$ cat config.mk
export PLATFORM = sky130hd
export DESIGN_NAME = boot_loader
export DESIGN_NICKNAME = d
export VERILOG_FILES = /design/src/mini_mcu_pkg.sv /design/src/boot_loader.sv
export SDC_FILE = /design/constraint.sdc
export NUM_CORES = 1
export LEC_CHECK = 0
export ABC_AREA = 1
export BUFFER_PORTS_ARGS = -buffer_cell sky130_fd_sc_hd__clkbuf_2
export CAP_MARGIN = 30
export CORE_MARGIN = 5
export CORE_UTILIZATION = 40
export CTS_BUF_LIST = sky130_fd_sc_hd__clkbuf_16
export DETAILED_ROUTE_END_ITERATION = 10
export PLACE_DENSITY = 0.88
export SETUP_SLACK_MARGIN = 0.5
export SLEW_MARGIN = 20
export SYNTH_ARGS = -nofsm -noshare
export SYNTH_HDL_FRONTEND = slang
export SYNTH_SLANG_ARGS = --single-unit
$ cat constraint.sdc
create_clock -name clk_gen -period 3.7 [get_ports clk_gen]
set_input_delay 0.185 -clock clk_gen [delete_from_list [all_inputs] [get_ports clk_gen]]
set_output_delay 0.185 -clock clk_gen [all_outputs]
set_load 0.005 [all_outputs]
$ cat src/mini_mcu_pkg.sv
// shared widths, opcode encoding and core states for the mini MCU
// modules refer to these by scoped name, no import

package mini_mcu_pkg;

  // bus and memory geometry
  localparam int data_width = 32;
  localparam int addr_width = 8;

  // instruction word layout
  localparam int op_msb    = 31;
  localparam int op_lsb    = 28;
  localparam int imm_lsb   = 0;
  localparam int imm_width = 16;
  // operand address sits in the low bits
  localparam int arg_lsb   = 0;

  // reported when the core decodes an unknown opcode
  localparam logic [data_width-1:0] illegal_exit_value = '1;

  typedef enum logic [3:0] {
    op_ldi  = 4'h1,
    op_add  = 4'h2,
    op_st   = 4'h3,
    op_exit = 4'hf
  } opcode_e;

  typedef enum logic [2:0] {
    idle       = 3'd0,
    fetch      = 3'd1,
    fetch_wait = 3'd2,
    exec_rd    = 3'd3,
    exec_wait  = 3'd4,
    halted     = 3'd5
  } core_state_e;

endpackage

$ cat src/boot_loader.sv
`timescale 1ns/100ps
// turns pin load strobes into RAM write requests and starts the core
// one write can be pending, a strobe that finds it blocked is an overrun

module boot_loader (
  input  logic                                clk_gen,
  input  logic                                rst_n,
  input  logic                                load_valid_i,
  input  logic [mini_mcu_pkg::addr_width-1:0] load_addr_i,
  input  logic [mini_mcu_pkg::data_width-1:0] load_data_i,
  input  logic                                boot_go_i,
  input  logic                                gnt_i,
  output logic                                req_o,
  output logic [mini_mcu_pkg::addr_width-1:0] addr_o,
  output logic [mini_mcu_pkg::data_width-1:0] wdata_o,
  output logic                                load_overrun_o,
  output logic                                start_o
);

  logic                                pend_q;
  logic [mini_mcu_pkg::addr_width-1:0] addr_q;
  logic [mini_mcu_pkg::data_width-1:0] data_q;
  logic                                blocked;
  logic                                accept;

  // pending write still waiting for its grant
  assign blocked = pend_q & ~gnt_i;
  assign accept  = load_valid_i & ~blocked;

  always_ff @(posedge clk_gen or negedge rst_n) begin
    if (!rst_n) begin
      pend_q         <= 1'b0;
      load_overrun_o <= 1'b0;
      start_o        <= 1'b0;
    end else begin
      if (accept) begin
        pend_q <= 1'b1;
      end else if (gnt_i) begin
        pend_q <= 1'b0;
      end
      if (load_valid_i && blocked) begin
        load_overrun_o <= 1'b1;
      end
      start_o <= boot_go_i;
    end
  end

  always_ff @(posedge clk_gen) begin
    if (accept) begin
      addr_q <= load_addr_i;
      data_q <= load_data_i;
    end
  end

  assign req_o   = pend_q;
  assign addr_o  = addr_q;
  assign wdata_o = data_q;

  a_req_held: assert property (@(posedge clk_gen) disable iff (!rst_n)
    req_o && !gnt_i |=> req_o && $stable(addr_o) && $stable(wdata_o))
    else $error("loader request changed before it was granted");

endmodule

==> impl_metrics.tcl, run 1 <==
set metrics [dict create \
    setup_tns_ps 0 \
    grt_pass1_wl_um 4629 \
    power_density_mw_per_mm2 527.6 \
    cts_max_path_buffers 2 \
    status "finished clean" \
    hp-class "input pin to flip-flop" \
    path_max_fanout 26 \
    synth_area_leaders "edfxtp_1 92%, dfrtp_1 5.7%, inv_1 0.86%, nand2_1 0.86%, a21oi_1 0.38%" \
    ys_top_cells_by_count "40 x edfxtp_1, 3 x dfrtp_1, 3 x inv_1, 3 x nand2_1" \
    grt_overflow 0 \
    synth_most_common_cell "edfxtp_1" \
    fin_worst_skew_ps 2.480 \
    vias 841 \
    synth-async-reset-ratio 0.06977 \
    rsz0062_at_grt "no" \
    htree_num_levels 2 \
    gp_congestion 0.7101 \
    yosys.cell_types.count 6 \
    ctsResizeCount 0 \
    min_period_over_period 0.4607 \
    cts.sinks 43 \
    avgRoutedWirePerCell_um 15.89 \
    holdBufCountCts 1 \
    maxCapViolations 0 \
    place_area_mm2 0.001826 \
    seq_area_frac_synth 0.9751 \
    synth_area_leader_cell "edfxtp_1" \
    wl_met1_um 838 \
    track_usage 0.1544 \
    io_pins 88 \
    antenna_cells 0 \
    relSlewSlack 0.4284 \
    worstPathArrival_ps 1690 \
    post-route-min-period_ps 1705 \
    power_w 0.001041 \
    worstHoldPathCells 1 \
    portBuffers 87 \
    grt_max_degree 27 \
    drc 0 \
    num_rows 20 \
    first_pass_iters 4 \
    syn_inst 51 \
    setup_viol 0 \
    cts_tree "built" \
    highest_layer "met4" \
    antenna_found_initial 0 \
    min-delay-start "boot_go_i" \
    finalHoldViolCount 0 \
    path_clk_slew_ps 60 \
    die_w_um 67.20 \
    ys_ff_latch 43 \
    fmax_ghz 0.5866 \
    wl_met2_um 1625 \
    synth_edf_count 40 \
    clock_latency_ps 280 \
    worst_pin_slew_ps 855.4 \
    ir_drop_v 0.0003561 \
    wl_um 3051 \
    rr_worst_depth 2 \
    r2r-start "req_o$_DFFE_PN0P_" \
    fillers 263 \
    cts_setup_buffers 0 \
    nNetsFinal 192 \
    endpoint_kind "flip-flop" \
    startpoint_type "flip-flop" \
    yosysWarnings 0 \
    avgSynthCellArea_um2 25.66 \
    cts_buffers 5 \
    r2r-end "wdata_o[10]$_DFFE_PP_" \
    synth_fp_nets 96 \
    fin_area_mm2 0.001973 \
    dr_wl_met3_um 523 \
    ant_nets 0 \
    drv_slew 0 \
    required_ps 3680 \
    ys_dominant_reg_cell "edfxtp_1" \
    start_util 0.4218 \
    grt_pass1_vias 946 \
    syn_to_final_growth_pct 50.76 \
    clockRootBuffer "clkbuf_16" \
    drive_gt1_frac 0.6419 \
    drt_iter0_markers 37 \
    synth_top_area_frac 0.9178 \
    reg2reg_slack_ps 2000 \
    p_leak_nw 0.8881 \
    die_area_mm2 0.004516 \
    multiInputGateArea_um2 32.53 \
    syn_area_mm2 0.001309 \
    seq_area_mm2 0.001276 \
    die_h_um 67.20 \
    worst-setup-path-type "flip-flop to flip-flop" \
    viasPerCell 4.380 \
    core_mm2 0.003103 \
    hold_end "start_o$_DFF_PN0_" \
]
[layer usage]
| metal | global-route usage | vias to the layer above |
|---|---|---|
| met3 | 0.1098 | 6 |
| met5 | 0 | - |
| met2 | 0.2810 | 62 |
| met1 | 0.1143 | 387 |
| li1 | - | 386 |
| met4 | 0.08354 | 0 |
[critical path, stage by stage (launching register included)]
cell and delay (ps):
dfrtp_1 440, a21oi_4 720, buf_8 250
[power by group]
| part | switching (W) | leakage, nW | internal [W] |
|---|---|---|---|
| sequential | 0.00000766 | 0.412 | 0.000564 |
| clock | 0.000158 | 0.0724 | 0.000243 |
| combinational | 0.0000333 | 0.404 | 0.0000353 |
| total | 0.000199 | 0.888 | 0.000842 |
[worst max-delay path by stage]
stage	depth (start not counted)	slack, ps	end	start
2_1_floorplan	1	840	addr_o[0]$_DFFE_PP_	req_o$_DFFE_PN0P_
5_1_grt	2	1900	wdata_o[10]$_DFFE_PP_	req_o$_DFFE_PN0P_
6_report	2	2000	wdata_o[10]$_DFFE_PP_	req_o$_DFFE_PN0P_
3_5_place_dp	2	1990	wdata_o[17]$_DFFE_PP_	req_o$_DFFE_PN0P_
3_3_place_gp	1	1960	wdata_o[0]$_DFFE_PP_	req_o$_DFFE_PN0P_
4_1_cts	2	1990	addr_o[3]$_DFFE_PP_	req_o$_DFFE_PN0P_
[placed cells by master (no fill, tap or decap)]
cell type | netlist | routed
edfxtp_1 | 40 | 40
inv_1 | 3 | 4
nand3_1 | 1 | 1
clkbuf_2 | 0 | 87
buf_8 | 0 | 1
a21oi_4 | 0 | 1
clkinv_1 | 0 | 1
dlygate4sd3_1 | 0 | 1
nand2_1 | 3 | 3
dfrtp_1 | 3 | 3
clkinv_2 | 0 | 1
clkbuf_16 | 0 | 5
[logic make-up after synthesis]
kind of cell / synth area share
compound gates: 0.003820
simple gates: 0.01242
buf+inv: 0.008604
flops: 0.9751
[sequential cells by signal, summed over array words and instances, names as in the netlist]
| name | cells |
|---|---|
| req_o | 1 |
| addr_o | 8 |
| load_overrun_o | 1 |
| wdata_o | 32 |
| start_o | 1 |
[per-stage QoR]
stage               std cells  hold slack (ps)  setup WS (ps)  utilization
floorplan                  51           -110.6          844.3            -
global placement          182           -20.22           1955       0.5835
detailed placement        183           -12.96           1988       0.5883
CTS                       192            4.485           1993       0.6359
global route              192            8.642           1905       0.6359
finish                    192            10.60           1995       0.6359
[area by class of cell]
class	instances	share of cell area
Sequential cell	43	0.6468
Timing Repair Buffer	89	0.2334
Clock buffer	5	0.06341
Tap cell	44	0.02790
Multi-Input combinational cell	5	0.01649
Clock inverter	3	0.006341
Inverter	3	0.005707
Power figures use the tool's default switching activity.
==> run 2, diff against run 1 <==
==> constraint.sdc (replaced) <==
create_clock -name clk_gen -period 1.6 [get_ports clk_gen]
set_input_delay 0.08 -clock clk_gen [delete_from_list [all_inputs] [get_ports clk_gen]]
set_output_delay 0.08 -clock clk_gen [all_outputs]
set_load 0.005 [all_outputs]
==> impl_metrics.tcl, run 2 (synthesis gave the netlist of run 1 again) <==
set metrics [dict create \
    worst_pin_slew_ps 170.6 \
    nNetsFinal 234 \
    ir_drop_v 0.0008688 \
    portBuffers 87 \
    maxCapViolations 0 \
    place_area_mm2 0.001838 \
    die_area_mm2 0.004516 \
    die_h_um 67.20 \
    syn_to_final_growth_pct 85.95 \
    setup_viol 0 \
    antenna_cells 0 \
    final_common_cell "clkbuf_2" \
    clock_latency_ps 270 \
    track_usage 0.1877 \
    cts_tree "built" \
    grt_pass1_vias 1163 \
    setup_tns_ps 0 \
    grt_max_degree 28 \
    hp-class "input pin to flip-flop" \
    startpoint_type "flip-flop" \
    drc 0 \
    clockRootBuffer "clkbuf_16" \
    gp_congestion 0.6907 \
    post-place-ws_ps 468.9 \
    start_util 0.4218 \
    ant_nets 0 \
    reg2reg_slack_ps 450 \
    die_w_um 67.20 \
    vias 1033 \
    power_density_mw_per_mm2 1106 \
    p_leak_nw 1.076 \
    fin_worst_skew_ps 7.065 \
    final_cell_mix "87 x clkbuf_2, 42 x dlygate4sd3_1, 40 x edfxtp_1, 5 x clkbuf_16, 4 x inv_1" \
    drt_iter0_markers 44 \
    antenna_found_initial 0 \
    largest_reg_flops 32 \
    worstPathArrival_ps 1120 \
    htree_num_levels 2 \
    min_period_over_period 0.7187 \
    post-route-min-period_ps 1150 \
    finalHoldViolCount 0 \
    required_ps 1570 \
    drive_gt1_frac 0.5158 \
    endpoint_kind "flip-flop" \
    relSlewSlack 0.8860 \
    fmax_ghz 0.8696 \
    cts.sinks 43 \
    cts_buffers 5 \
    grt_pass1_wl_um 5865 \
    fin_area_mm2 0.002434 \
    path_max_fanout 27 \
    wl_um 4057 \
    drv_slew 0 \
    viasPerCell 4.415 \
    path_clk_slew_ps 60 \
    io_pins 88 \
    cts_setup_buffers 0 \
    rsz0062_at_grt "yes" \
    grt_overflow 0 \
    worst-setup-path-type "flip-flop to flip-flop" \
    cts_max_path_buffers 2 \
    status "finished clean" \
    num_rows 20 \
    layout_setup_ws_ps 450.1 \
    avgRoutedWirePerCell_um 17.34 \
    first_pass_iters 4 \
    core_mm2 0.003103 \
]
## run 2: cell count changes in the layout (fill, tap and decap cells not counted), sizes merged
cell and delta:
clkinvlp +1, dlygate4sd3 +41, buf +1, bufinv +1, clkinv -2
## run 2: final cells by class
type                            instances  area (um^2)
Sequential cell                        43         1277
Timing Repair Buffer                  131        890.9
Fill cell                             180        669.4
Clock buffer                            5        125.1
Tap cell                               44        55.05
Clock inverter                          3        41.29
Multi-Input combinational cell          5        32.53
Inverter                                3        11.26
## run 2: critical path: stages, from the launching register on
cell and delay, ps:
dfrtp_2 440, a21oi_4 190, buf_12 210
## run 2: where the power goes
part | switching, W | leakage (nW) | total (W) | internal [W]
Sequential | 0.0000212 | 0.411 | 0.00132 | 0.00130
Combinational | 0.000101 | 0.584 | 0.000254 | 0.000153
Clock | 0.000384 | 0.0812 | 0.00111 | 0.000730
## run 2: metal layers
layer | wire, um | track usage
met1 | 1343 | 0.1910
met2 | 2079 | 0.3337
met3 | 594 | 0.1032
met4 | 40 | 0.04557
met5 | 0 | 0
## run 2: final timing paths
check                                           start                         end  depth (start not counted)
setup / recovery                    req_o$_DFFE_PN0P_         addr_o[3]$_DFFE_PP_                          2
hold / removal                           load_valid_i           req_o$_DFFE_PN0P_                          3
setup reg to reg                    req_o$_DFFE_PN0P_         addr_o[3]$_DFFE_PP_                          2
hold reg to reg            load_overrun_o$_DFFE_PN0P_  load_overrun_o$_DFFE_PN0P_                          2
max in group asynchronous                       rst_n           req_o$_DFFE_PN0P_                          2
min in group asynchronous                       rst_n           start_o$_DFF_PN0_                          2
## run 2: per-stage QoR
stage	utilization	total power (W)	hold WS [ps]	std cells
global placement	0.5923	0.001499	-123.4	184
finish	0.7843	0.002692	62.45	234
floorplan	-	0.001377	-215.6	51
global route	0.7843	0.002797	61.96	234
detailed placement	0.5923	0.001507	-119.7	184
CTS	0.7827	0.002678	59.25	234
## run 2: repair_timing
| item | 4_1_cts | 5_1_grt |
|---|---|---|
| hold endpoints to repair | 44 | 0 |
| resized for setup | 1 | 2 |
| hold buffers | 42 | 0 |
| endpoints found under the setup margin | 40 | 40 |
