[config.mk]
export PLATFORM = sky130hd
export DESIGN_NAME = bus_arbiter
export DESIGN_NICKNAME = d
export VERILOG_FILES = /design/src/mini_mcu_pkg.sv /design/src/bus_arbiter.sv
export SDC_FILE = /design/constraint.sdc
export NUM_CORES = 1
export LEC_CHECK = 0
export BUFFER_PORTS_ARGS = -buffer_cell sky130_fd_sc_hd__buf_2
export CELL_PAD_IN_SITES_DETAIL_PLACEMENT = 2
export CELL_PAD_IN_SITES_GLOBAL_PLACEMENT = 2
export CORE_MARGIN = 10
export CORE_UTILIZATION = 10
export DETAILED_ROUTE_END_ITERATION = 10
export HOLD_SLACK_MARGIN = 0.05
export PLACE_DENSITY = 0.84
export SLEW_MARGIN = 10
export SYNTH_ARGS = -nofsm -noshare
export SYNTH_HDL_FRONTEND = slang
export SYNTH_SLANG_ARGS = --single-unit
[constraint.sdc]
create_clock -name clk_gen -period 0.89 [get_ports clk_gen]
set_input_delay 0.0445 -clock clk_gen [delete_from_list [all_inputs] [get_ports clk_gen]]
set_output_delay 0.0445 -clock clk_gen [all_outputs]
set_load 0.02 [all_outputs]
[src/mini_mcu_pkg.sv]
// shared widths, opcode encoding and core states for the mini MCU
// modules refer to these by scoped name, no import

package mini_mcu_pkg;

  // bus and memory geometry
  localparam int data_width = 32;
  localparam int addr_width = 8;

  // instruction word layout
  localparam int op_msb    = 31;
  localparam int op_lsb    = 28;
  localparam int imm_lsb   = 0;
  localparam int imm_width = 16;
  // operand address sits in the low bits
  localparam int arg_lsb   = 0;

  // reported when the core decodes an unknown opcode
  localparam logic [data_width-1:0] illegal_exit_value = '1;

  typedef enum logic [3:0] {
    op_ldi  = 4'h1,
    op_add  = 4'h2,
    op_st   = 4'h3,
    op_exit = 4'hf
  } opcode_e;

  typedef enum logic [2:0] {
    idle       = 3'd0,
    fetch      = 3'd1,
    fetch_wait = 3'd2,
    exec_rd    = 3'd3,
    exec_wait  = 3'd4,
    halted     = 3'd5
  } core_state_e;

endpackage

[src/bus_arbiter.sv]
`timescale 1ns/100ps
// fixed-priority arbiter between boot loader and core in front of the RAM
// grants are combinational, read data is routed back one cycle later

module bus_arbiter (
  input  logic                                clk_gen,
  input  logic                                rst_n,
  // boot loader, write only
  input  logic                                ldr_req_i,
  input  logic [mini_mcu_pkg::addr_width-1:0] ldr_addr_i,
  input  logic [mini_mcu_pkg::data_width-1:0] ldr_wdata_i,
  output logic                                ldr_gnt_o,
  // core
  input  logic                                core_req_i,
  input  logic                                core_we_i,
  input  logic [mini_mcu_pkg::addr_width-1:0] core_addr_i,
  input  logic [mini_mcu_pkg::data_width-1:0] core_wdata_i,
  output logic                                core_gnt_o,
  output logic                                core_rvalid_o,
  output logic [mini_mcu_pkg::data_width-1:0] core_rdata_o,
  // RAM side
  output logic                                mem_en_o,
  output logic                                mem_we_o,
  output logic [mini_mcu_pkg::addr_width-1:0] mem_addr_o,
  output logic [mini_mcu_pkg::data_width-1:0] mem_wdata_o,
  input  logic [mini_mcu_pkg::data_width-1:0] mem_rdata_i
);

  logic core_rd_q;

  // loader always wins
  assign ldr_gnt_o  = ldr_req_i;
  assign core_gnt_o = core_req_i & ~ldr_req_i;

  assign mem_en_o    = ldr_gnt_o | core_gnt_o;
  assign mem_we_o    = ldr_gnt_o | (core_gnt_o & core_we_i);
  assign mem_addr_o  = ldr_gnt_o ? ldr_addr_i : core_addr_i;
  assign mem_wdata_o = ldr_gnt_o ? ldr_wdata_i : core_wdata_i;

  // owner of the read in flight, only the core can read
  always_ff @(posedge clk_gen or negedge rst_n) begin
    if (!rst_n) begin
      core_rd_q <= 1'b0;
    end else begin
      core_rd_q <= core_gnt_o & ~core_we_i;
    end
  end

  assign core_rvalid_o = core_rd_q;
  assign core_rdata_o  = mem_rdata_i;

  a_one_grant: assert property (@(posedge clk_gen) disable iff (!rst_n)
    !(ldr_gnt_o && core_gnt_o))
    else $error("arbiter granted both masters in one cycle");

endmodule

==> flow_metrics.tcl, run 1 <==
set metrics [dict create \
    power.density_nw_per_um2 614 \
    largest_reg_flops 1 \
    hold_viol 0 \
    crit_chain "buf_12 > buf_12 > mux2_4 > buf_2" \
    path_class "in2out" \
    ys_top_cells_by_count "mux2_4, buf_4, mux2_2, buf_12, buf_6" \
    grt_usage 0.0603 \
    rsz0062_at_grt "false" \
    core_region_area_sq_um 9330 \
    routedWlPerCell_um 15.3 \
    vdd_ir_drop_max_uv 260 \
    fin_crit_sh 0.941 \
    grt_pass1_vias 1182 \
    period_needed_ns 0.838 \
    drt-pass1-iter-count 2 \
    synth_area_per_cell_sq_um 11.7 \
    clkPwrFrac 0 \
    pwr-share-seq 0.049 \
    async_flop_share 1.00 \
    yosysTopAreaCellShare 0.558 \
    antenna_found_initial 0 \
    start_kind "input pin" \
    setup_viol 0 \
    viasPerCell 3.19 \
    drcViolationCount 0 \
    p_int_mw 0.555 \
    synth_nets 200 \
    swShare 0.436 \
    clock.fmax_mhz 1190 \
    cp.required_ns 0.85 \
    chipHeight_um 118 \
    power_switching_mw 0.430 \
    vias 988 \
    syn_area_sq_um 968 \
    status "finished clean" \
    ys.flop_type "dfrtp_1" \
    max_stage_delay_ns 0.30 \
    synth.distinct_cells 10 \
    start_util 0.104 \
    maxCapViolations 0 \
    end_kind "primary output" \
    n_antenna_cell 0 \
    power_frac_comb 0.951 \
    grt_max_degree 12 \
    netlist_instances 83 \
    ys_top_cells_by_area "mux2_4, buf_4, buf_12" \
    grt_remaining_overflow 0 \
    hp-class "in2out" \
    drtAntennaViolNets 0 \
    ys_ff_latch 1 \
    min_delay_path_depth 0 \
    cp_max_fo 10 \
    worst_slew_margin_rel 0.861 \
    dpl.cell_count 306 \
    place.gp.congestion 0.616 \
    drt-total-wl_um 4740 \
    nNetsFinal 300 \
    stdcell_count 310 \
    cp_common_cell "buf_12" \
    portBuffers 129 \
    grt_pass1_wl_um 6950 \
    drive_above_1_share 0.972 \
    utilization 0.172 \
    tightest_slew_ns 0.209 \
    p_leak_nw 0.917 \
    crit_arrival_ns 0.79 \
    fp.dieW_um 118 \
    die-area_sq_um 14000 \
    first_iter_violations 9 \
    ios 194 \
    yosysMostFrequentCell "mux2_4" \
    slowest_stage "mux2_4" \
    dp_hpwl_um 4250 \
    yosysWarnings 0 \
    synth_top_cell_by_area "mux2_4" \
    synth_edf_count 0 \
    postCtsSetupRepairBufs 0 \
    drv_slew 0 \
    ys_seq_area_frac 0.0258 \
    syn_to_final_growth_pct 65.5 \
    rows 35 \
]
-- path summary, 6_finish.rpt --
kind / start / end / slack (ns)
min in group asynchronous: rst_n / core_rvalid_o$_DFF_PN0_ / 0.36
max in group asynchronous: rst_n / core_rvalid_o$_DFF_PN0_ / 0.45
hold / removal: mem_rdata_i[20] / core_rdata_o[20] / 0.09
setup / recovery: ldr_req_i / mem_wdata_o[2] / 0.05
-- cell families after synthesis --
group,share of synthesized area
multiplexers,0.605
buffers and inverters,0.341
AO/OA/AOI/OAI,0.00775
AND/OR/NAND/NOR,0.0207
flip-flops,0.0258
-- layout make-up --
cell class | instances | area [sq um]
fill | 1105 | 7720
multi-input combinational | 44 | 613
sequential | 1 | 25.0
tap | 129 | 161
timing repair buffer | 136 | 803
-- layout by cell type (no fill, tap or decap) --
master / instances
a21o_1: 1
buf_12: 3
buf_16: 3
buf_2: 127
buf_4: 2
dfrtp_1: 1
dlygate4sd3_1: 1
mux2_2: 4
mux2_4: 36
nor2b_1: 1
nor3b_1: 1
or2_2: 1
-- worst max-delay path, delay by kind of cell --
kind | cells | cell delay [ns]
buffers and inverters | 3 | 0.44
multiplexers | 1 | 0.30
-- power groups by stage --
| stage | Clock (mW) | Sequential, mW | Combinational [mW] |
|---|---|---|---|
| 2_1_floorplan | 0 | 0.0508 | 0.750 |
| 3_3_place_gp | 0 | 0.0484 | 0.873 |
| 3_5_place_dp | 0 | 0.0484 | 0.894 |
| 4_1_cts | 0 | 0.0484 | 0.961 |
| 5_1_grt | 0 | 0.0486 | 1.00 |
| 6_report | 0 | 0.0483 | 0.937 |
-- per-stage QoR --
stage	instance area [sq um]	setup TNS [ns]	setup WS [ns]	hold WS, ns	total power [mW]
final	1600	0	0.0522	0.0890	0.985
after CTS	1600	0	0.0283	0.0891	1.01
after floorplan	968	0	0.178	-0.251	0.801
after detailed placement	1490	-1.25	-0.0583	-0.180	0.942
after global routing	1600	0	0.0193	0.0890	1.05
after global placement	1490	-0.850	-0.0423	-0.180	0.922
-- per-layer routing --
layer / wire length (um) / share of wire / track usage / vias up
li1: - / - / - / 452
met1: 1510 / 0.32 / 0.0551 / 458
met2: 2660 / 0.56 / 0.124 / 72
met3: 545 / 0.11 / 0.0252 / 6
met4: 19 / 0.0040 / 0.00382 / 0
met5: 0 / 0 / 0 / -
-- what timing repair did --
action	in CTS	in global routing
endpoints found under the hold margin	1	0
endpoints found under the setup margin	40	0
resized for setup	8	0
hold buffers	1	0
(Power assumes the default switching activity.)
==> inputs of run 2 (changes only) <==
CELL_PAD_IN_SITES_DETAIL_PLACEMENT = 1   (was 2)
==> flow_metrics.tcl, run 2 (synthesis results as in run 1) <==
set metrics [dict create \
    hp-class "in2out" \
    crit_chain "buf_8 > clkbuf_16 > mux2_4 > buf_2" \
    cp.required_ns 0.85 \
    cp_max_fo 7 \
    finalSetupTns_ns 0 \
    routedWlPerCell_um 14.9 \
    core_region_area_sq_um 9330 \
    path_delay_family "buffers and inverters" \
    rows 35 \
    drv_slew 0 \
    drt-total-wl_um 4630 \
    vias 991 \
    drt-pass1-iter-count 2 \
    drcViolationCount 0 \
    n_antenna_cell 0 \
    timing.final.ws_setup_ns 0.0317 \
    post-place-ws_ns -0.0547 \
    first_iter_violations 12 \
    die-area_sq_um 14000 \
    path_depth 4 \
    crit_arrival_ns 0.81 \
    p_leak_nw 0.934 \
    status "finished clean" \
    place.gp.congestion 0.616 \
    viasPerCell 3.18 \
    path_class "in2out" \
    ios 194 \
    dp_hpwl_um 3970 \
    vdd_ir_drop_max_uv 262 \
    antenna_found_initial 0 \
    drive_above_1_share 0.973 \
    layout_commonest_cell "buf_2" \
    utilization 0.175 \
    portBuffers 129 \
    end_kind "primary output" \
    syn_to_final_growth_pct 68.9 \
    drtAntennaViolNets 0 \
    slowest_stage "mux2_4" \
    start_kind "input pin" \
    fin_crit_sh 0.964 \
    rsz0062_at_grt "false" \
    most-common-layout-cells "buf_2, mux2_4, buf_6, mux2_2, clkbuf_16" \
    setup_viol 0 \
    largest_reg_flops 1 \
    grt_usage 0.0510 \
    tightest_slew_ns 0.197 \
    fp.dieW_um 118 \
    nNetsFinal 302 \
    clock.fmax_mhz 1170 \
    period_needed_ns 0.858 \
    maxCapViolations 0 \
    max_stage_delay_ns 0.30 \
    start_util 0.104 \
    grt_pass1_vias 1134 \
    total_power_mw 1.00 \
    power.density_nw_per_um2 611 \
    grt_remaining_overflow 0 \
    worst_slew_margin_rel 0.868 \
    place_area_sq_um 1490 \
    crit_buf_inv 3 \
    chipHeight_um 118 \
    min_delay_path_depth 0 \
    grt_pass1_wl_um 6050 \
    grt_max_degree 24 \
    stdcell_area_sq_um 1640 \
    hold_viol 0 \
]
[run 2: cell count changes in the layout (fill, tap and decap cells not counted), sizes merged]
cell,before,now
clkbuf,0,3
buf,135,134
[run 2: power by group]
group	internal (mW)	switching, mW	leakage, nW
clock network	0	0	0
registers	0.0480	0.000325	0.0135
logic	0.520	0.431	0.920
total	0.568	0.431	0.934
[run 2: layout make-up]
class / instances / area (sq um)
fill: 1137 / 7690
sequential: 1 / 25.0
multi-input combinational: 44 / 613
timing repair buffer: 138 / 836
tap: 129 / 161
[run 2: path summary, 6_finish.rpt]
| check | slack (ns) | end | start |
|---|---|---|---|
| worst max-delay path | 0.03 | mem_wdata_o[24] | ldr_req_i |
| worst min-delay path | 0.09 | core_rdata_o[11] | mem_rdata_i[11] |
| max in group asynchronous | 0.45 | core_rvalid_o$_DFF_PN0_ | rst_n |
| min in group asynchronous | 0.35 | core_rvalid_o$_DFF_PN0_ | rst_n |
[run 2: metrics by stage]
stage               hold slack [ns]  instances
floorplan                    -0.251         83
global placement             -0.180        306
detailed placement           -0.180        306
CTS                          0.0891        307
global route                 0.0890        312
finish                       0.0890        312
[run 2: repair_timing]
action,in CTS,in global routing
endpoints found under the hold margin,1,0
setup endpoints to repair,40,36
cloned,0,5
gates resized for setup,9,2
hold buffers,1,0
buffers inserted,0,0
[run 2: routing by layer]
layer	wire [um]	global-route usage	up-vias
met5	0	0	-
met4	39	0.00687	0
met3	501	0.0228	4
met2	2460	0.107	80
met1	1640	0.0428	451
li1	-	-	456
==> inputs of run 3 (changes only) <==
==> constraint.sdc (replaced) <==
create_clock -name clk_gen -period 0.89 [get_ports clk_gen]
set_input_delay 0.089 -clock clk_gen [delete_from_list [all_inputs] [get_ports clk_gen]]
set_output_delay 0.089 -clock clk_gen [all_outputs]
set_load 0.02 [all_outputs]
==> flow_metrics.tcl, run 3 (synthesis results as in run 1) <==
set metrics [dict create \
    violations "setup timing" \
    syn_to_final_growth_pct 104 \
    first_iter_violations 14 \
    viasPerCell 3.21 \
    whs_ns 0.178 \
    p_leak_nw 1.07 \
    drtAntennaViolNets 0 \
    rows 35 \
    slowest_stage "mux2_4" \
    ios 194 \
    drcViolationCount 0 \
    min_delay_path_depth 0 \
    maxCapViolations 0 \
    start_util 0.104 \
    drive_above_1_share 0.978 \
    layout_commonest_cell "buf_2" \
    status "finished with violations" \
    grt_remaining_overflow 0 \
    setup_viol 40 \
    vdd_ir_drop_max_uv 274 \
    path_delay_family "buffers and inverters" \
    portBuffers 129 \
    routedWlPerCell_um 15.7 \
    tightest_slew_ns 0.143 \
    met2_usage 0.125 \
    grt.met1_usage 0.0521 \
    core_region_area_sq_um 9330 \
    drv_slew 0 \
    cp_max_fo 8 \
    largest_reg_flops 1 \
    cp-endpoint "mem_wdata_o[20]" \
    cp-startpoint "ldr_req_i" \
    timing.final.ws_setup_ns -0.0421 \
    drt-total-wl_um 4900 \
    stdcell_count 313 \
    max_stage_delay_ns 0.30 \
    worst_slew_margin_rel 0.904 \
    postCtsSetupRepairBufs 0 \
    dp_hpwl_um 3970 \
    fin_crit_sh 1.05 \
    nNetsFinal 303 \
    most-common-layout-cells "buf_2, buf_6, mux2_4, buf_16" \
    grt_max_degree 12 \
    path_class "in2out" \
    end_kind "primary output" \
    final.fill_count 1113 \
    vias 1006 \
    fp.dieW_um 118 \
    cp.required_ns 0.80 \
    n_antenna_cell 0 \
    power.density_nw_per_um2 635 \
    post-place-ws_ns -0.144 \
    grt_pass1_vias 1208 \
    total_power_mw 1.25 \
    start_kind "input pin" \
    rsz0062_at_grt "true" \
    chipHeight_um 118 \
    finalSetupTns_ns -0.690 \
    hp-class "in2out" \
    met3_usage 0.0262 \
    period_needed_ns 0.932 \
    crit_chain "buf_16 > clkbuf_16 > mux2_4 > buf_6" \
    antenna_found_initial 0 \
    die-area_sq_um 14000 \
    drt-pass1-iter-count 4 \
    crit_arrival_ns 0.84 \
    place.gp.congestion 0.616 \
    grt_pass1_wl_um 6890 \
    crit_buf_inv 3 \
    grt_usage 0.0596 \
    dpl.cell_count 306 \
    path_depth 4 \
    busiest_layer "met2" \
    clock.fmax_mhz 1070 \
    hold_viol 0 \
]
==> run 3: worst min-delay path by stage <==
stage	from	end	slack (ns)
6_report	mem_rdata_i[11]	core_rdata_o[11]	0.18
3_5_place_dp	rst_n	core_rvalid_o$_DFF_PN0_	-0.14
5_1_grt	mem_rdata_i[20]	core_rdata_o[20]	0.18
2_1_floorplan	rst_n	core_rvalid_o$_DFF_PN0_	-0.21
3_3_place_gp	rst_n	core_rvalid_o$_DFF_PN0_	-0.14
4_1_cts	mem_rdata_i[14]	core_rdata_o[14]	0.18
==> run 3: per-layer routing <==
layer	share of wire	vias up
li1	-	462
met1	0.31	464
met2	0.57	78
met3	0.12	2
met4	0.0024	0
met5	0	-
==> run 3: final cells by class <==
| cell class | instances | area (sq um) | area share |
|---|---|---|---|
| Multi-Input combinational cell | 44 | 636 | 0.322 |
| Sequential cell | 1 | 25.0 | 0.0127 |
| Tap cell | 129 | 161 | 0.0817 |
| Timing Repair Buffer | 139 | 1150 | 0.584 |
==> run 3: power breakdown <==
| group | total (mW) | internal, mW | switching, mW |
|---|---|---|---|
| sequential | 0.0483 | 0.0480 | 0.000324 |
| clock | 0 | 0 | 0 |
| combinational | 1.20 | 0.725 | 0.480 |
==> run 3: what timing repair did <==
| item | in CTS | in global routing |
|---|---|---|
| gates resized for setup | 85 | 15 |
| hold buffers | 1 | 0 |
| cloned | 4 | 2 |
| endpoints found under the setup margin | 43 | 43 |
| hold endpoints to repair | 1 | 0 |
==> run 3: stage by stage <==
step | util | area [sq um]
detailed placement | 0.160 | 1490
global placement | 0.160 | 1490
global route | 0.212 | 1970
floorplan | - | 968
CTS | 0.201 | 1870
finish | 0.212 | 1970
