==> src/mini_mcu_pkg.sv <==
// shared widths, opcode encoding and core states for the mini MCU
// modules refer to these by scoped name, no import

package mini_mcu_pkg;

  // bus and memory geometry
  localparam int data_width = 32;
  localparam int addr_width = 8;

  // instruction word layout
  localparam int op_msb    = 31;
  localparam int op_lsb    = 28;
  localparam int imm_lsb   = 0;
  localparam int imm_width = 16;
  // operand address sits in the low bits
  localparam int arg_lsb   = 0;

  // reported when the core decodes an unknown opcode
  localparam logic [data_width-1:0] illegal_exit_value = '1;

  typedef enum logic [3:0] {
    op_ldi  = 4'h1,
    op_add  = 4'h2,
    op_st   = 4'h3,
    op_exit = 4'hf
  } opcode_e;

  typedef enum logic [2:0] {
    idle       = 3'd0,
    fetch      = 3'd1,
    fetch_wait = 3'd2,
    exec_rd    = 3'd3,
    exec_wait  = 3'd4,
    halted     = 3'd5
  } core_state_e;

endpackage

==> src/tiny_core.sv <==
`timescale 1ns/100ps
// accumulator core: fetch, decode and execute out of the shared RAM
// halts on op_exit or an unknown opcode and reports the exit word

module tiny_core #(
  parameter int BOOT_ADDR = 0
) (
  input  logic                                clk_gen,
  input  logic                                rst_n,
  input  logic                                start_i,
  input  logic                                gnt_i,
  input  logic                                rvalid_i,
  input  logic [mini_mcu_pkg::data_width-1:0] rdata_i,
  output logic                                req_o,
  output logic                                we_o,
  output logic [mini_mcu_pkg::addr_width-1:0] addr_o,
  output logic [mini_mcu_pkg::data_width-1:0] wdata_o,
  output logic                                exit_valid_o,
  output logic [mini_mcu_pkg::data_width-1:0] exit_value_o
);

  localparam logic [mini_mcu_pkg::addr_width-1:0] boot_pc =
    BOOT_ADDR[mini_mcu_pkg::addr_width-1:0];

  mini_mcu_pkg::core_state_e           state_q;
  mini_mcu_pkg::opcode_e               op_q;
  mini_mcu_pkg::opcode_e               op_dec;
  logic [mini_mcu_pkg::addr_width-1:0] pc_q;
  logic [mini_mcu_pkg::addr_width-1:0] opnd_q;
  logic [mini_mcu_pkg::data_width-1:0] acc_q;
  logic [mini_mcu_pkg::data_width-1:0] imm_ext;
  logic                                instr_in;

  // decode straight off the read bus
  assign op_dec  = mini_mcu_pkg::opcode_e'(rdata_i[mini_mcu_pkg::op_msb:mini_mcu_pkg::op_lsb]);
  assign imm_ext = {{(mini_mcu_pkg::data_width - mini_mcu_pkg::imm_width){1'b0}},
                    rdata_i[mini_mcu_pkg::imm_lsb +: mini_mcu_pkg::imm_width]};
  assign instr_in = (state_q == mini_mcu_pkg::fetch_wait) && rvalid_i;

  always_ff @(posedge clk_gen or negedge rst_n) begin
    if (!rst_n) begin
      state_q      <= mini_mcu_pkg::idle;
      pc_q         <= boot_pc;
      exit_valid_o <= 1'b0;
      exit_value_o <= '0;
    end else begin
      case (state_q)
        mini_mcu_pkg::idle: begin
          if (start_i) begin
            pc_q    <= boot_pc;
            state_q <= mini_mcu_pkg::fetch;
          end
        end
        mini_mcu_pkg::fetch: begin
          if (gnt_i) begin
            state_q <= mini_mcu_pkg::fetch_wait;
          end
        end
        mini_mcu_pkg::fetch_wait: begin
          if (rvalid_i) begin
            case (op_dec)
              mini_mcu_pkg::op_ldi: begin
                pc_q    <= pc_q + 1'b1;
                state_q <= mini_mcu_pkg::fetch;
              end
              mini_mcu_pkg::op_add, mini_mcu_pkg::op_st: begin
                state_q <= mini_mcu_pkg::exec_rd;
              end
              mini_mcu_pkg::op_exit: begin
                exit_valid_o <= 1'b1;
                exit_value_o <= acc_q;
                state_q      <= mini_mcu_pkg::halted;
              end
              default: begin
                exit_valid_o <= 1'b1;
                exit_value_o <= mini_mcu_pkg::illegal_exit_value;
                state_q      <= mini_mcu_pkg::halted;
              end
            endcase
          end
        end
        mini_mcu_pkg::exec_rd: begin
          // a store is done once granted, an add waits for data
          if (gnt_i) begin
            if (op_q == mini_mcu_pkg::op_st) begin
              pc_q    <= pc_q + 1'b1;
              state_q <= mini_mcu_pkg::fetch;
            end else begin
              state_q <= mini_mcu_pkg::exec_wait;
            end
          end
        end
        mini_mcu_pkg::exec_wait: begin
          if (rvalid_i) begin
            pc_q    <= pc_q + 1'b1;
            state_q <= mini_mcu_pkg::fetch;
          end
        end
        mini_mcu_pkg::halted: begin
          state_q <= mini_mcu_pkg::halted;
        end
        default: begin
          state_q <= mini_mcu_pkg::idle;
        end
      endcase
    end
  end

  always_ff @(posedge clk_gen) begin
    if (instr_in) begin
      op_q   <= op_dec;
      opnd_q <= rdata_i[mini_mcu_pkg::arg_lsb +: mini_mcu_pkg::addr_width];
      if (op_dec == mini_mcu_pkg::op_ldi) begin
        acc_q <= imm_ext;
      end
    end else if ((state_q == mini_mcu_pkg::exec_wait) && rvalid_i) begin
      acc_q <= acc_q + rdata_i;
    end
  end

  assign req_o   = (state_q == mini_mcu_pkg::fetch) || (state_q == mini_mcu_pkg::exec_rd);
  assign we_o    = (state_q == mini_mcu_pkg::exec_rd) && (op_q == mini_mcu_pkg::op_st);
  assign addr_o  = (state_q == mini_mcu_pkg::fetch) ? pc_q : opnd_q;
  assign wdata_o = acc_q;

  // read data must only come back for a read this core is waiting on
  a_rvalid_expected: assert property (@(posedge clk_gen) disable iff (!rst_n)
    rvalid_i |-> (state_q inside {mini_mcu_pkg::fetch_wait, mini_mcu_pkg::exec_wait}))
    else $error("read data returned while core was not waiting");

endmodule

==> config.mk <==
export PLATFORM = sky130hd
export DESIGN_NAME = tiny_core
export DESIGN_NICKNAME = d
export VERILOG_FILES = /design/src/mini_mcu_pkg.sv /design/src/tiny_core.sv
export SDC_FILE = /design/constraint.sdc
export NUM_CORES = 1
export LEC_CHECK = 0
export ABC_AREA = 1
export BUFFER_PORTS_ARGS = -buffer_cell sky130_fd_sc_hd__buf_4
export CORE_MARGIN = 4
export CORE_UTILIZATION = 55
export CTS_BUF_LIST = sky130_fd_sc_hd__clkbuf_4 sky130_fd_sc_hd__clkbuf_8 sky130_fd_sc_hd__clkbuf_16
export CTS_CLUSTER_SIZE = 8
export DETAILED_ROUTE_END_ITERATION = 10
export HOLD_SLACK_MARGIN = 0.03
export PLACE_DENSITY = 0.79
export SETUP_SLACK_MARGIN = 0.4
export SYNTH_ARGS = -nofsm -noshare
export SYNTH_HDL_FRONTEND = slang
export SYNTH_SLANG_ARGS = --single-unit
==> constraint.sdc <==
create_clock -name clk_gen -period 5.3 [get_ports clk_gen]
set_input_delay 0.265 -clock clk_gen [delete_from_list [all_inputs] [get_ports clk_gen]]
set_output_delay 0.265 -clock clk_gen [all_outputs]
set_load 0.02 [all_outputs]
==> impl_metrics.xml, run 1 <==
<?xml version="1.0" encoding="UTF-8"?>
<metrics>
  <group name="global_routing">
    <metric name="groute.layer.met2.usage" unit="%">41.2</metric>
    <metric name="grt_start_max_net_pins" unit="">45</metric>
    <metric name="number_of_antenna_violations_at_the_first_check_in_global_routing" unit="">0</metric>
    <metric name="grt_pass1_vias" unit="">5403</metric>
    <metric name="grt_use_total" unit="%">25.9</metric>
    <metric name="top_usage_layer" unit="">met2</metric>
    <metric name="grt_overflow" unit="">0</metric>
    <metric name="first_pass_grt_wire_length" unit="um">26400</metric>
    <metric name="global_route.usage.met1" unit="%">36.2</metric>
    <metric name="globalRouteMet3Util" unit="%">3.42</metric>
  </group>
  <group name="clock_tree">
    <metric name="clk-insertion-delay-late" unit="ps">380</metric>
    <metric name="cts-hold-fix-buffers" unit="">1</metric>
    <metric name="clock_path_buffers" unit="">2</metric>
    <metric name="postCtsSetupRepairBufs" unit="">0</metric>
    <metric name="cts_repair_resize_count" unit="">0</metric>
    <metric name="cts_sinks" unit="">88</metric>
    <metric name="cts_inserted_buffers" unit="">9</metric>
    <metric name="path_clk_slew" unit="ps">100</metric>
    <metric name="htreeDepth" unit="">3</metric>
    <metric name="clock_tree.root_cell" unit="">clkbuf_8</metric>
    <metric name="tritoncts_clock_tree" unit="">yes</metric>
  </group>
  <group name="setup_path">
    <metric name="critPathRequiredTime" unit="ps">5440</metric>
    <metric name="timing.critical_path.to_type" unit="">register</metric>
    <metric name="setup.worst_path.start_class" unit="">register</metric>
    <metric name="critPathSlowestCell" unit="">fa_1</metric>
    <metric name="critical_path.max_stage_delay" unit="ps">460</metric>
    <metric name="critical_path_peak_fanout" unit="">4</metric>
    <metric name="cp.arrival" unit="ps">2530</metric>
    <metric name="worstPathCellList" unit="">ha_1 -&gt; fa_1 -&gt; nand3_1 -&gt; nand3_1 -&gt; nand3_1 -&gt; nand3_1 -&gt; or2_2 -&gt; nand3_1 -&gt; nand2_1</metric>
    <metric name="worst_path_most_repeated_cell" unit="">nand3_1</metric>
    <metric name="path_class" unit="">register to register</metric>
  </group>
  <group name="sta">
    <metric name="unrepaired_setup_endpoints_after_global_routing" unit="">false</metric>
    <metric name="final_hold_viols" unit="">0</metric>
    <metric name="timing.slew.headroom" unit="%">42.6</metric>
    <metric name="setup-violations-final" unit="">0</metric>
    <metric name="period_share" unit="%">45.0</metric>
    <metric name="max_slew.worst_pin.slew" unit="ps">860</metric>
    <metric name="postLayoutSetupSlackWorst" unit="ps">2910</metric>
    <metric name="timing_max_transition_violations_final" unit="">0</metric>
    <metric name="tns" unit="ps">0</metric>
    <metric name="timing.fmax" unit="MHz">419</metric>
    <metric name="fin_skew" unit="ps">9.91</metric>
    <metric name="post-route-min-period" unit="ps">2390</metric>
  </group>
  <group name="power">
    <metric name="p_sw" unit="uW">1210</metric>
    <metric name="power_frac_seq" unit="%">37.2</metric>
    <metric name="fraction_of_power_consumed_by_combinational_cells" unit="%">47.0</metric>
    <metric name="switching_share" unit="%">43.4</metric>
    <metric name="power.clock.fraction" unit="%">15.9</metric>
    <metric name="ir_drop" unit="V">0.000231</metric>
    <metric name="cell_internal_pwr" unit="uW">1580</metric>
    <metric name="fin_total_pwr" unit="uW">2790</metric>
    <metric name="power.leakage" unit="uW">0.00394</metric>
    <metric name="powerDensity" unit="nW/um^2">386</metric>
  </group>
  <group name="synthesis">
    <metric name="yosysWarnings" unit="">0</metric>
    <metric name="post_synth_inst_count" unit="">882</metric>
    <metric name="yosys.cell_types.count" unit="">31</metric>
    <metric name="postSynth.asyncResetShare" unit="%">50.0</metric>
    <metric name="ys.flop_type" unit="">edfxtp_1</metric>
    <metric name="seq_area_frac_synth" unit="%">39.8</metric>
    <metric name="synth_nets" unit="">952</metric>
    <metric name="post_synth.cell_area_avg" unit="um^2">6.91</metric>
    <metric name="synth-edff-count" unit="">44</metric>
    <metric name="synth.cell_area" unit="um^2">6090</metric>
    <metric name="yosys_register_bits" unit="">88</metric>
  </group>
  <group name="floorplanning">
    <metric name="die_area" unit="um^2">12800</metric>
    <metric name="placementRows" unit="">38</metric>
    <metric name="initial_utilization" unit="%">56.2</metric>
    <metric name="fp.dieH" unit="um">113</metric>
    <metric name="core_region_area" unit="um^2">10800</metric>
    <metric name="fp.dieW" unit="um">113</metric>
    <metric name="top_level_ports" unit="">112</metric>
  </group>
  <group name="layout">
    <metric name="diode_count" unit="">0</metric>
    <metric name="final_design_area_no_fill" unit="um^2">7230</metric>
    <metric name="n_fill_cell" unit="">1010</metric>
    <metric name="synthToLayoutAreaGrowth" unit="%">18.7</metric>
    <metric name="final_layout_size_suffix_gt1_share" unit="%">14.4</metric>
    <metric name="finish.utilization" unit="%">66.7</metric>
    <metric name="finish.net_count" unit="">1065</metric>
  </group>
  <group name="drt">
    <metric name="wirelength" unit="um">16400</metric>
    <metric name="via_per_inst" unit="">5.19</metric>
    <metric name="vias" unit="">5921</metric>
    <metric name="drt_drc_violations_left" unit="">0</metric>
    <metric name="drtIter0Drc" unit="">462</metric>
    <metric name="route.antenna.remaining_nets" unit="">0</metric>
    <metric name="drt-pass1-iter-count" unit="">5</metric>
    <metric name="routedWlPerCell" unit="um">14.4</metric>
  </group>
  <group name="place">
    <metric name="place_congestion" unit="">0.903</metric>
    <metric name="dpl_cell_area" unit="um^2">7050</metric>
    <metric name="buffer_ports.inserted" unit="">111</metric>
    <metric name="hpwlAfterDp" unit="um">12800</metric>
    <metric name="dp_slack" unit="ps">2960</metric>
  </group>
  <group name="status">
    <metric name="status" unit="">finished, final reports clean</metric>
  </group>
  <group name="job">
    <metric name="timing.max_cap.violations" unit="">0</metric>
  </group>
  <group name="worst_hold_path">
    <metric name="hold_path_class" unit="">input pin to register</metric>
  </group>
</metrics>
-- state kept, by name (all words and copies together) (netlist names) --
signal,cells
exit_valid_o,1
exit_value_o,32
op_q,4
opnd_q,8
pc_q,8
state_q,3
wdata_o,32
-- power groups by stage --
| stage | Sequential (uW) | Clock [uW] | Combinational [uW] |
|---|---|---|---|
| floorplan | 1210 | 0 | 662 |
| global placement | 1050 | 0 | 1290 |
| detailed placement | 1050 | 0 | 1310 |
| CTS | 1040 | 442 | 1320 |
| global route | 1060 | 472 | 1450 |
| finish | 1040 | 442 | 1310 |
-- synthesized netlist by cell type, drive strengths merged (6+ instances only) --
cell type  number  share of area [%]
nand2         354                 22
ha             32                6.6
dfrtp          44                 18
a21oi          33                2.7
nand3          40                3.3
xnor2           9                1.3
buf            10                1.1
nor3           12                1.2
nor2           77                5.0
nand4           6               0.62
o21ai          55                4.5
inv           134                8.3
edfxtp         44                 22
-- layout by cell type, fill, tap and decap left out, drive strengths merged, types with 9 or more instances in the layout --
cell	n
buf	115
a21oi	33
xnor2	9
ha	32
edfxtp	44
o21ai	55
nor3	12
nand3	40
nor2	77
clkbuf	9
inv	136
nand2	354
dfrtp	44
-- metrics by stage --
step | cells | hold slack [ps]
2_1_floorplan | 882 | -30.6
3_3_place_gp | 1123 | 297
3_5_place_dp | 1123 | 299
4_1_cts | 1140 | 66.3
5_1_grt | 1140 | 67.9
6_report | 1140 | 75.2
-- path summary, 6_finish.rpt --
path                               from          endpoint  slack (ps)  depth (start not counted)
max in group asynchronous         rst_n  exit_value_o[29]        4490                          2
min in group asynchronous         rst_n           pc_q[1]         410                          2
max reg2reg                  wdata_o[0]       wdata_o[12]        2910                          9
min reg2reg                exit_valid_o      exit_valid_o         480                          1
min                          rdata_i[2]         opnd_q[2]          80                          1
max                          wdata_o[0]       wdata_o[12]        2910                          9
-- critical path, delay by kind of cell, from the launching register on --
| kind | cells | cell delay [ps] |
|---|---|---|
| flip-flops | 1 | 430 |
| adder cells (fa/ha/maj) | 2 | 720 |
| AND/OR/NAND/NOR | 7 | 1000 |
-- kinds of logic (layout without fill, tap and decap cells) --
kind of cell / Yosys count / count (layout) / share of synthesized area (%)
and+or+nand+nor: 500 / 500 / 33.1
buffers and inverters: 148 / 266 / 9.63
AOI/OAI and AO/OA: 99 / 99 / 8.59
DFF: 88 / 88 / 39.8
adders and majority gates: 33 / 33 / 6.90
xor gates and xnor gates: 14 / 14 / 2.01
-- final cells by class --
cell class	instances	area, um^2	share of cell area (%)
Clock buffer	9	124	1.71
Clock inverter	7	45.0	0.623
Inverter	134	503	6.96
Multi-Input combinational cell	646	3080	42.7
Sequential cell	88	2420	33.5
Tap cell	140	175	2.42
Timing Repair Buffer	116	873	12.1
-- per-layer routing --
layer,vias to the layer above,part of all wire (%)
met2,194,45
li1,3000,-
met3,28,6.8
met1,2699,46
met4,0,2.3
met5,-,0
Power figures use the tool's default switching activity.
==> run 2: changes to the inputs <==
- clock period: 5.3 -> 2.26 ns (I/O delays scaled with it)
==> run 2 against run 1 <==
Clock skew grew 6.0 ps. Critical path type unchanged. Largest cell class unchanged. Highest routed layer is now met5. Combinational power grew to 3.1 times the previous value. Count of clock-buffer cells in the layout grew 3.
==> impl_metrics.xml, run 2 (synthesis results as in run 1) <==
<?xml version="1.0" encoding="UTF-8"?>
<metrics>
  <group name="setup_path">
    <metric name="setup.worst_path.start_class" unit="">register</metric>
    <metric name="start_point_of_the_critical_path" unit="">wdata_o[0]</metric>
    <metric name="reg2reg_slack" unit="ps">80</metric>
    <metric name="path_class" unit="">register to register</metric>
    <metric name="regToRegStartpoint" unit="">wdata_o[0]</metric>
    <metric name="critical_path_peak_fanout" unit="">4</metric>
    <metric name="cp.arrival" unit="ps">2310</metric>
    <metric name="timing.critical_path.to_type" unit="">register</metric>
    <metric name="critPathRequiredTime" unit="ps">2400</metric>
  </group>
  <group name="drt">
    <metric name="route.antenna.remaining_nets" unit="">0</metric>
    <metric name="routedWlPerCell" unit="um">20.1</metric>
    <metric name="via_per_inst" unit="">5.99</metric>
    <metric name="wirelength" unit="um">24600</metric>
    <metric name="vias" unit="">7337</metric>
    <metric name="drtIter0Drc" unit="">988</metric>
    <metric name="drt-pass1-iter-count" unit="">6</metric>
    <metric name="drt_drc_violations_left" unit="">0</metric>
  </group>
  <group name="sta">
    <metric name="timing.slew.headroom" unit="%">59.9</metric>
    <metric name="timing.fmax" unit="MHz">459</metric>
    <metric name="unrepaired_setup_endpoints_after_global_routing" unit="">true</metric>
    <metric name="setup-violations-final" unit="">0</metric>
    <metric name="fin_skew" unit="ps">15.9</metric>
    <metric name="max_slew.worst_pin.slew" unit="ps">602</metric>
    <metric name="period_share" unit="%">96.3</metric>
    <metric name="tns" unit="ps">0</metric>
    <metric name="post-route-min-period" unit="ps">2180</metric>
    <metric name="timing_max_transition_violations_final" unit="">0</metric>
    <metric name="final_hold_viols" unit="">0</metric>
  </group>
  <group name="global_routing">
    <metric name="grt_start_max_net_pins" unit="">45</metric>
    <metric name="number_of_antenna_violations_at_the_first_check_in_global_routing" unit="">1</metric>
    <metric name="first_pass_grt_wire_length" unit="um">30800</metric>
    <metric name="grt_use_total" unit="%">30.3</metric>
    <metric name="grt_pass1_vias" unit="">6195</metric>
    <metric name="grt_overflow" unit="">0</metric>
  </group>
  <group name="power">
    <metric name="fin_total_pwr" unit="uW">7700</metric>
    <metric name="power_frac_seq" unit="%">32.0</metric>
    <metric name="power.leakage" unit="uW">0.00459</metric>
    <metric name="ir_drop" unit="V">0.000588</metric>
    <metric name="powerDensity" unit="nW/um^2">843</metric>
    <metric name="fraction_of_power_consumed_by_combinational_cells" unit="%">52.1</metric>
    <metric name="switching_share" unit="%">44.3</metric>
    <metric name="power.clock.fraction" unit="%">15.8</metric>
    <metric name="cell_internal_pwr" unit="uW">4290</metric>
    <metric name="p_sw" unit="uW">3410</metric>
  </group>
  <group name="place">
    <metric name="hpwlAfterDp" unit="um">13300</metric>
    <metric name="place_congestion" unit="">1.02</metric>
    <metric name="buffer_ports.inserted" unit="">111</metric>
  </group>
  <group name="floorplanning">
    <metric name="initial_utilization" unit="%">56.2</metric>
    <metric name="fp.dieH" unit="um">113</metric>
    <metric name="die_area" unit="um^2">12800</metric>
    <metric name="top_level_ports" unit="">112</metric>
    <metric name="core_region_area" unit="um^2">10800</metric>
    <metric name="placementRows" unit="">38</metric>
    <metric name="fp.dieW" unit="um">113</metric>
  </group>
  <group name="layout">
    <metric name="final_cell_mix" unit="">nand2_1 (279), buf_4 (172), inv_1 (111)</metric>
    <metric name="finish.net_count" unit="">1148</metric>
    <metric name="multi_input_combinational_cell_area" unit="um^2">4200</metric>
    <metric name="seqCellArea" unit="um^2">2420</metric>
    <metric name="n_fill_cell" unit="">579</metric>
    <metric name="synthToLayoutAreaGrowth" unit="%">49.9</metric>
    <metric name="final_common_cell" unit="">nand2_1</metric>
    <metric name="final_layout_size_suffix_gt1_share" unit="%">37.5</metric>
  </group>
  <group name="clock_tree">
    <metric name="tritoncts_clock_tree" unit="">yes</metric>
    <metric name="clk-insertion-delay-late" unit="ps">390</metric>
    <metric name="clock_path_buffers" unit="">2</metric>
    <metric name="path_clk_slew" unit="ps">110</metric>
    <metric name="cts_sinks" unit="">88</metric>
    <metric name="cts_inserted_buffers" unit="">9</metric>
    <metric name="clock_tree.root_cell" unit="">clkbuf_8</metric>
    <metric name="htreeDepth" unit="">3</metric>
  </group>
  <group name="worst_hold_path">
    <metric name="hold_path_startpoint" unit="">rdata_i[15]</metric>
    <metric name="hold_path_class" unit="">input pin to register</metric>
  </group>
  <group name="job">
    <metric name="timing.max_cap.violations" unit="">0</metric>
  </group>
  <group name="status">
    <metric name="status" unit="">finished, final reports clean</metric>
  </group>
</metrics>
-- run 2: timing repair --
action	CTS	global route
resized for setup	56	169
gates cloned	1	0
pin swaps	28	71
buffers inserted	44	21
hold endpoints to repair	59	0
endpoints found under the setup margin	31	71
hold buffers	16	0
-- run 2: path summary, 6_finish.rpt --
check / to / depth (start not counted)
max: wdata_o[12] / 9
min reg2reg: exit_value_o[1] / 2
max reg2reg: wdata_o[12] / 9
min in group asynchronous: exit_value_o[11] / 2
min: wdata_o[15] / 3
max in group asynchronous: exit_value_o[8] / 2
-- run 2: per-layer routing --
layer  vias up  GRT usage (%)  part of all wire [%]
met5         -              0                 0.073
met4         2           10.9                   6.8
met3       185           5.40                    12
met2       639           48.5                    46
met1      3342           41.5                    35
li1       3169              -                     -
-- run 2: critical path, cell delays in order, from the launching register on --
cell	delay [ps]
edfxtp_1	450
ha_4	200
fa_2	410
nand3_2	110
nand3_4	120
nand3_4	90
nand3_4	100
or2_4	250
nand3_2	80
nand2_1	120
-- run 2: through the flow --
| stage | cells | utilization, % | hold slack [ps] | cell area [um^2] | setup WS [ps] |
|---|---|---|---|---|---|
| 2_1_floorplan | 882 | - | -183 | 6480 | 219 |
| 3_3_place_gp | 1125 | 68.8 | 154 | 7460 | 226 |
| 3_5_place_dp | 1125 | 68.8 | 163 | 7460 | 180 |
| 4_1_cts | 1202 | 77.1 | 30.2 | 8360 | 320 |
| 5_1_grt | 1223 | 84.2 | 46.8 | 9130 | 69.5 |
| 6_report | 1225 | 84.2 | 48.8 | 9130 | 83.2 |
-- run 2: final cells by class --
class                   instances  area share (%)
well taps                     140            1.92
repair buffers                198            17.5
inverters                     134            5.66
multi-input cells             646            46.0
diodes                          2          0.0548
clock buffers                  12            1.67
clock inverters                 4           0.575
repair inverters                1          0.0822
flip-flops and latches         88            26.5
-- run 2: power groups by stage --
stage / sequential [uW] / clock [uW] / combinational [uW]
floorplan: 2850 / 0 / 1630
detailed placement: 2480 / 0 / 3230
CTS: 2440 / 1200 / 3470
global route: 2510 / 1290 / 4310
finish: 2470 / 1220 / 4020
global placement: 2460 / 0 / 3180
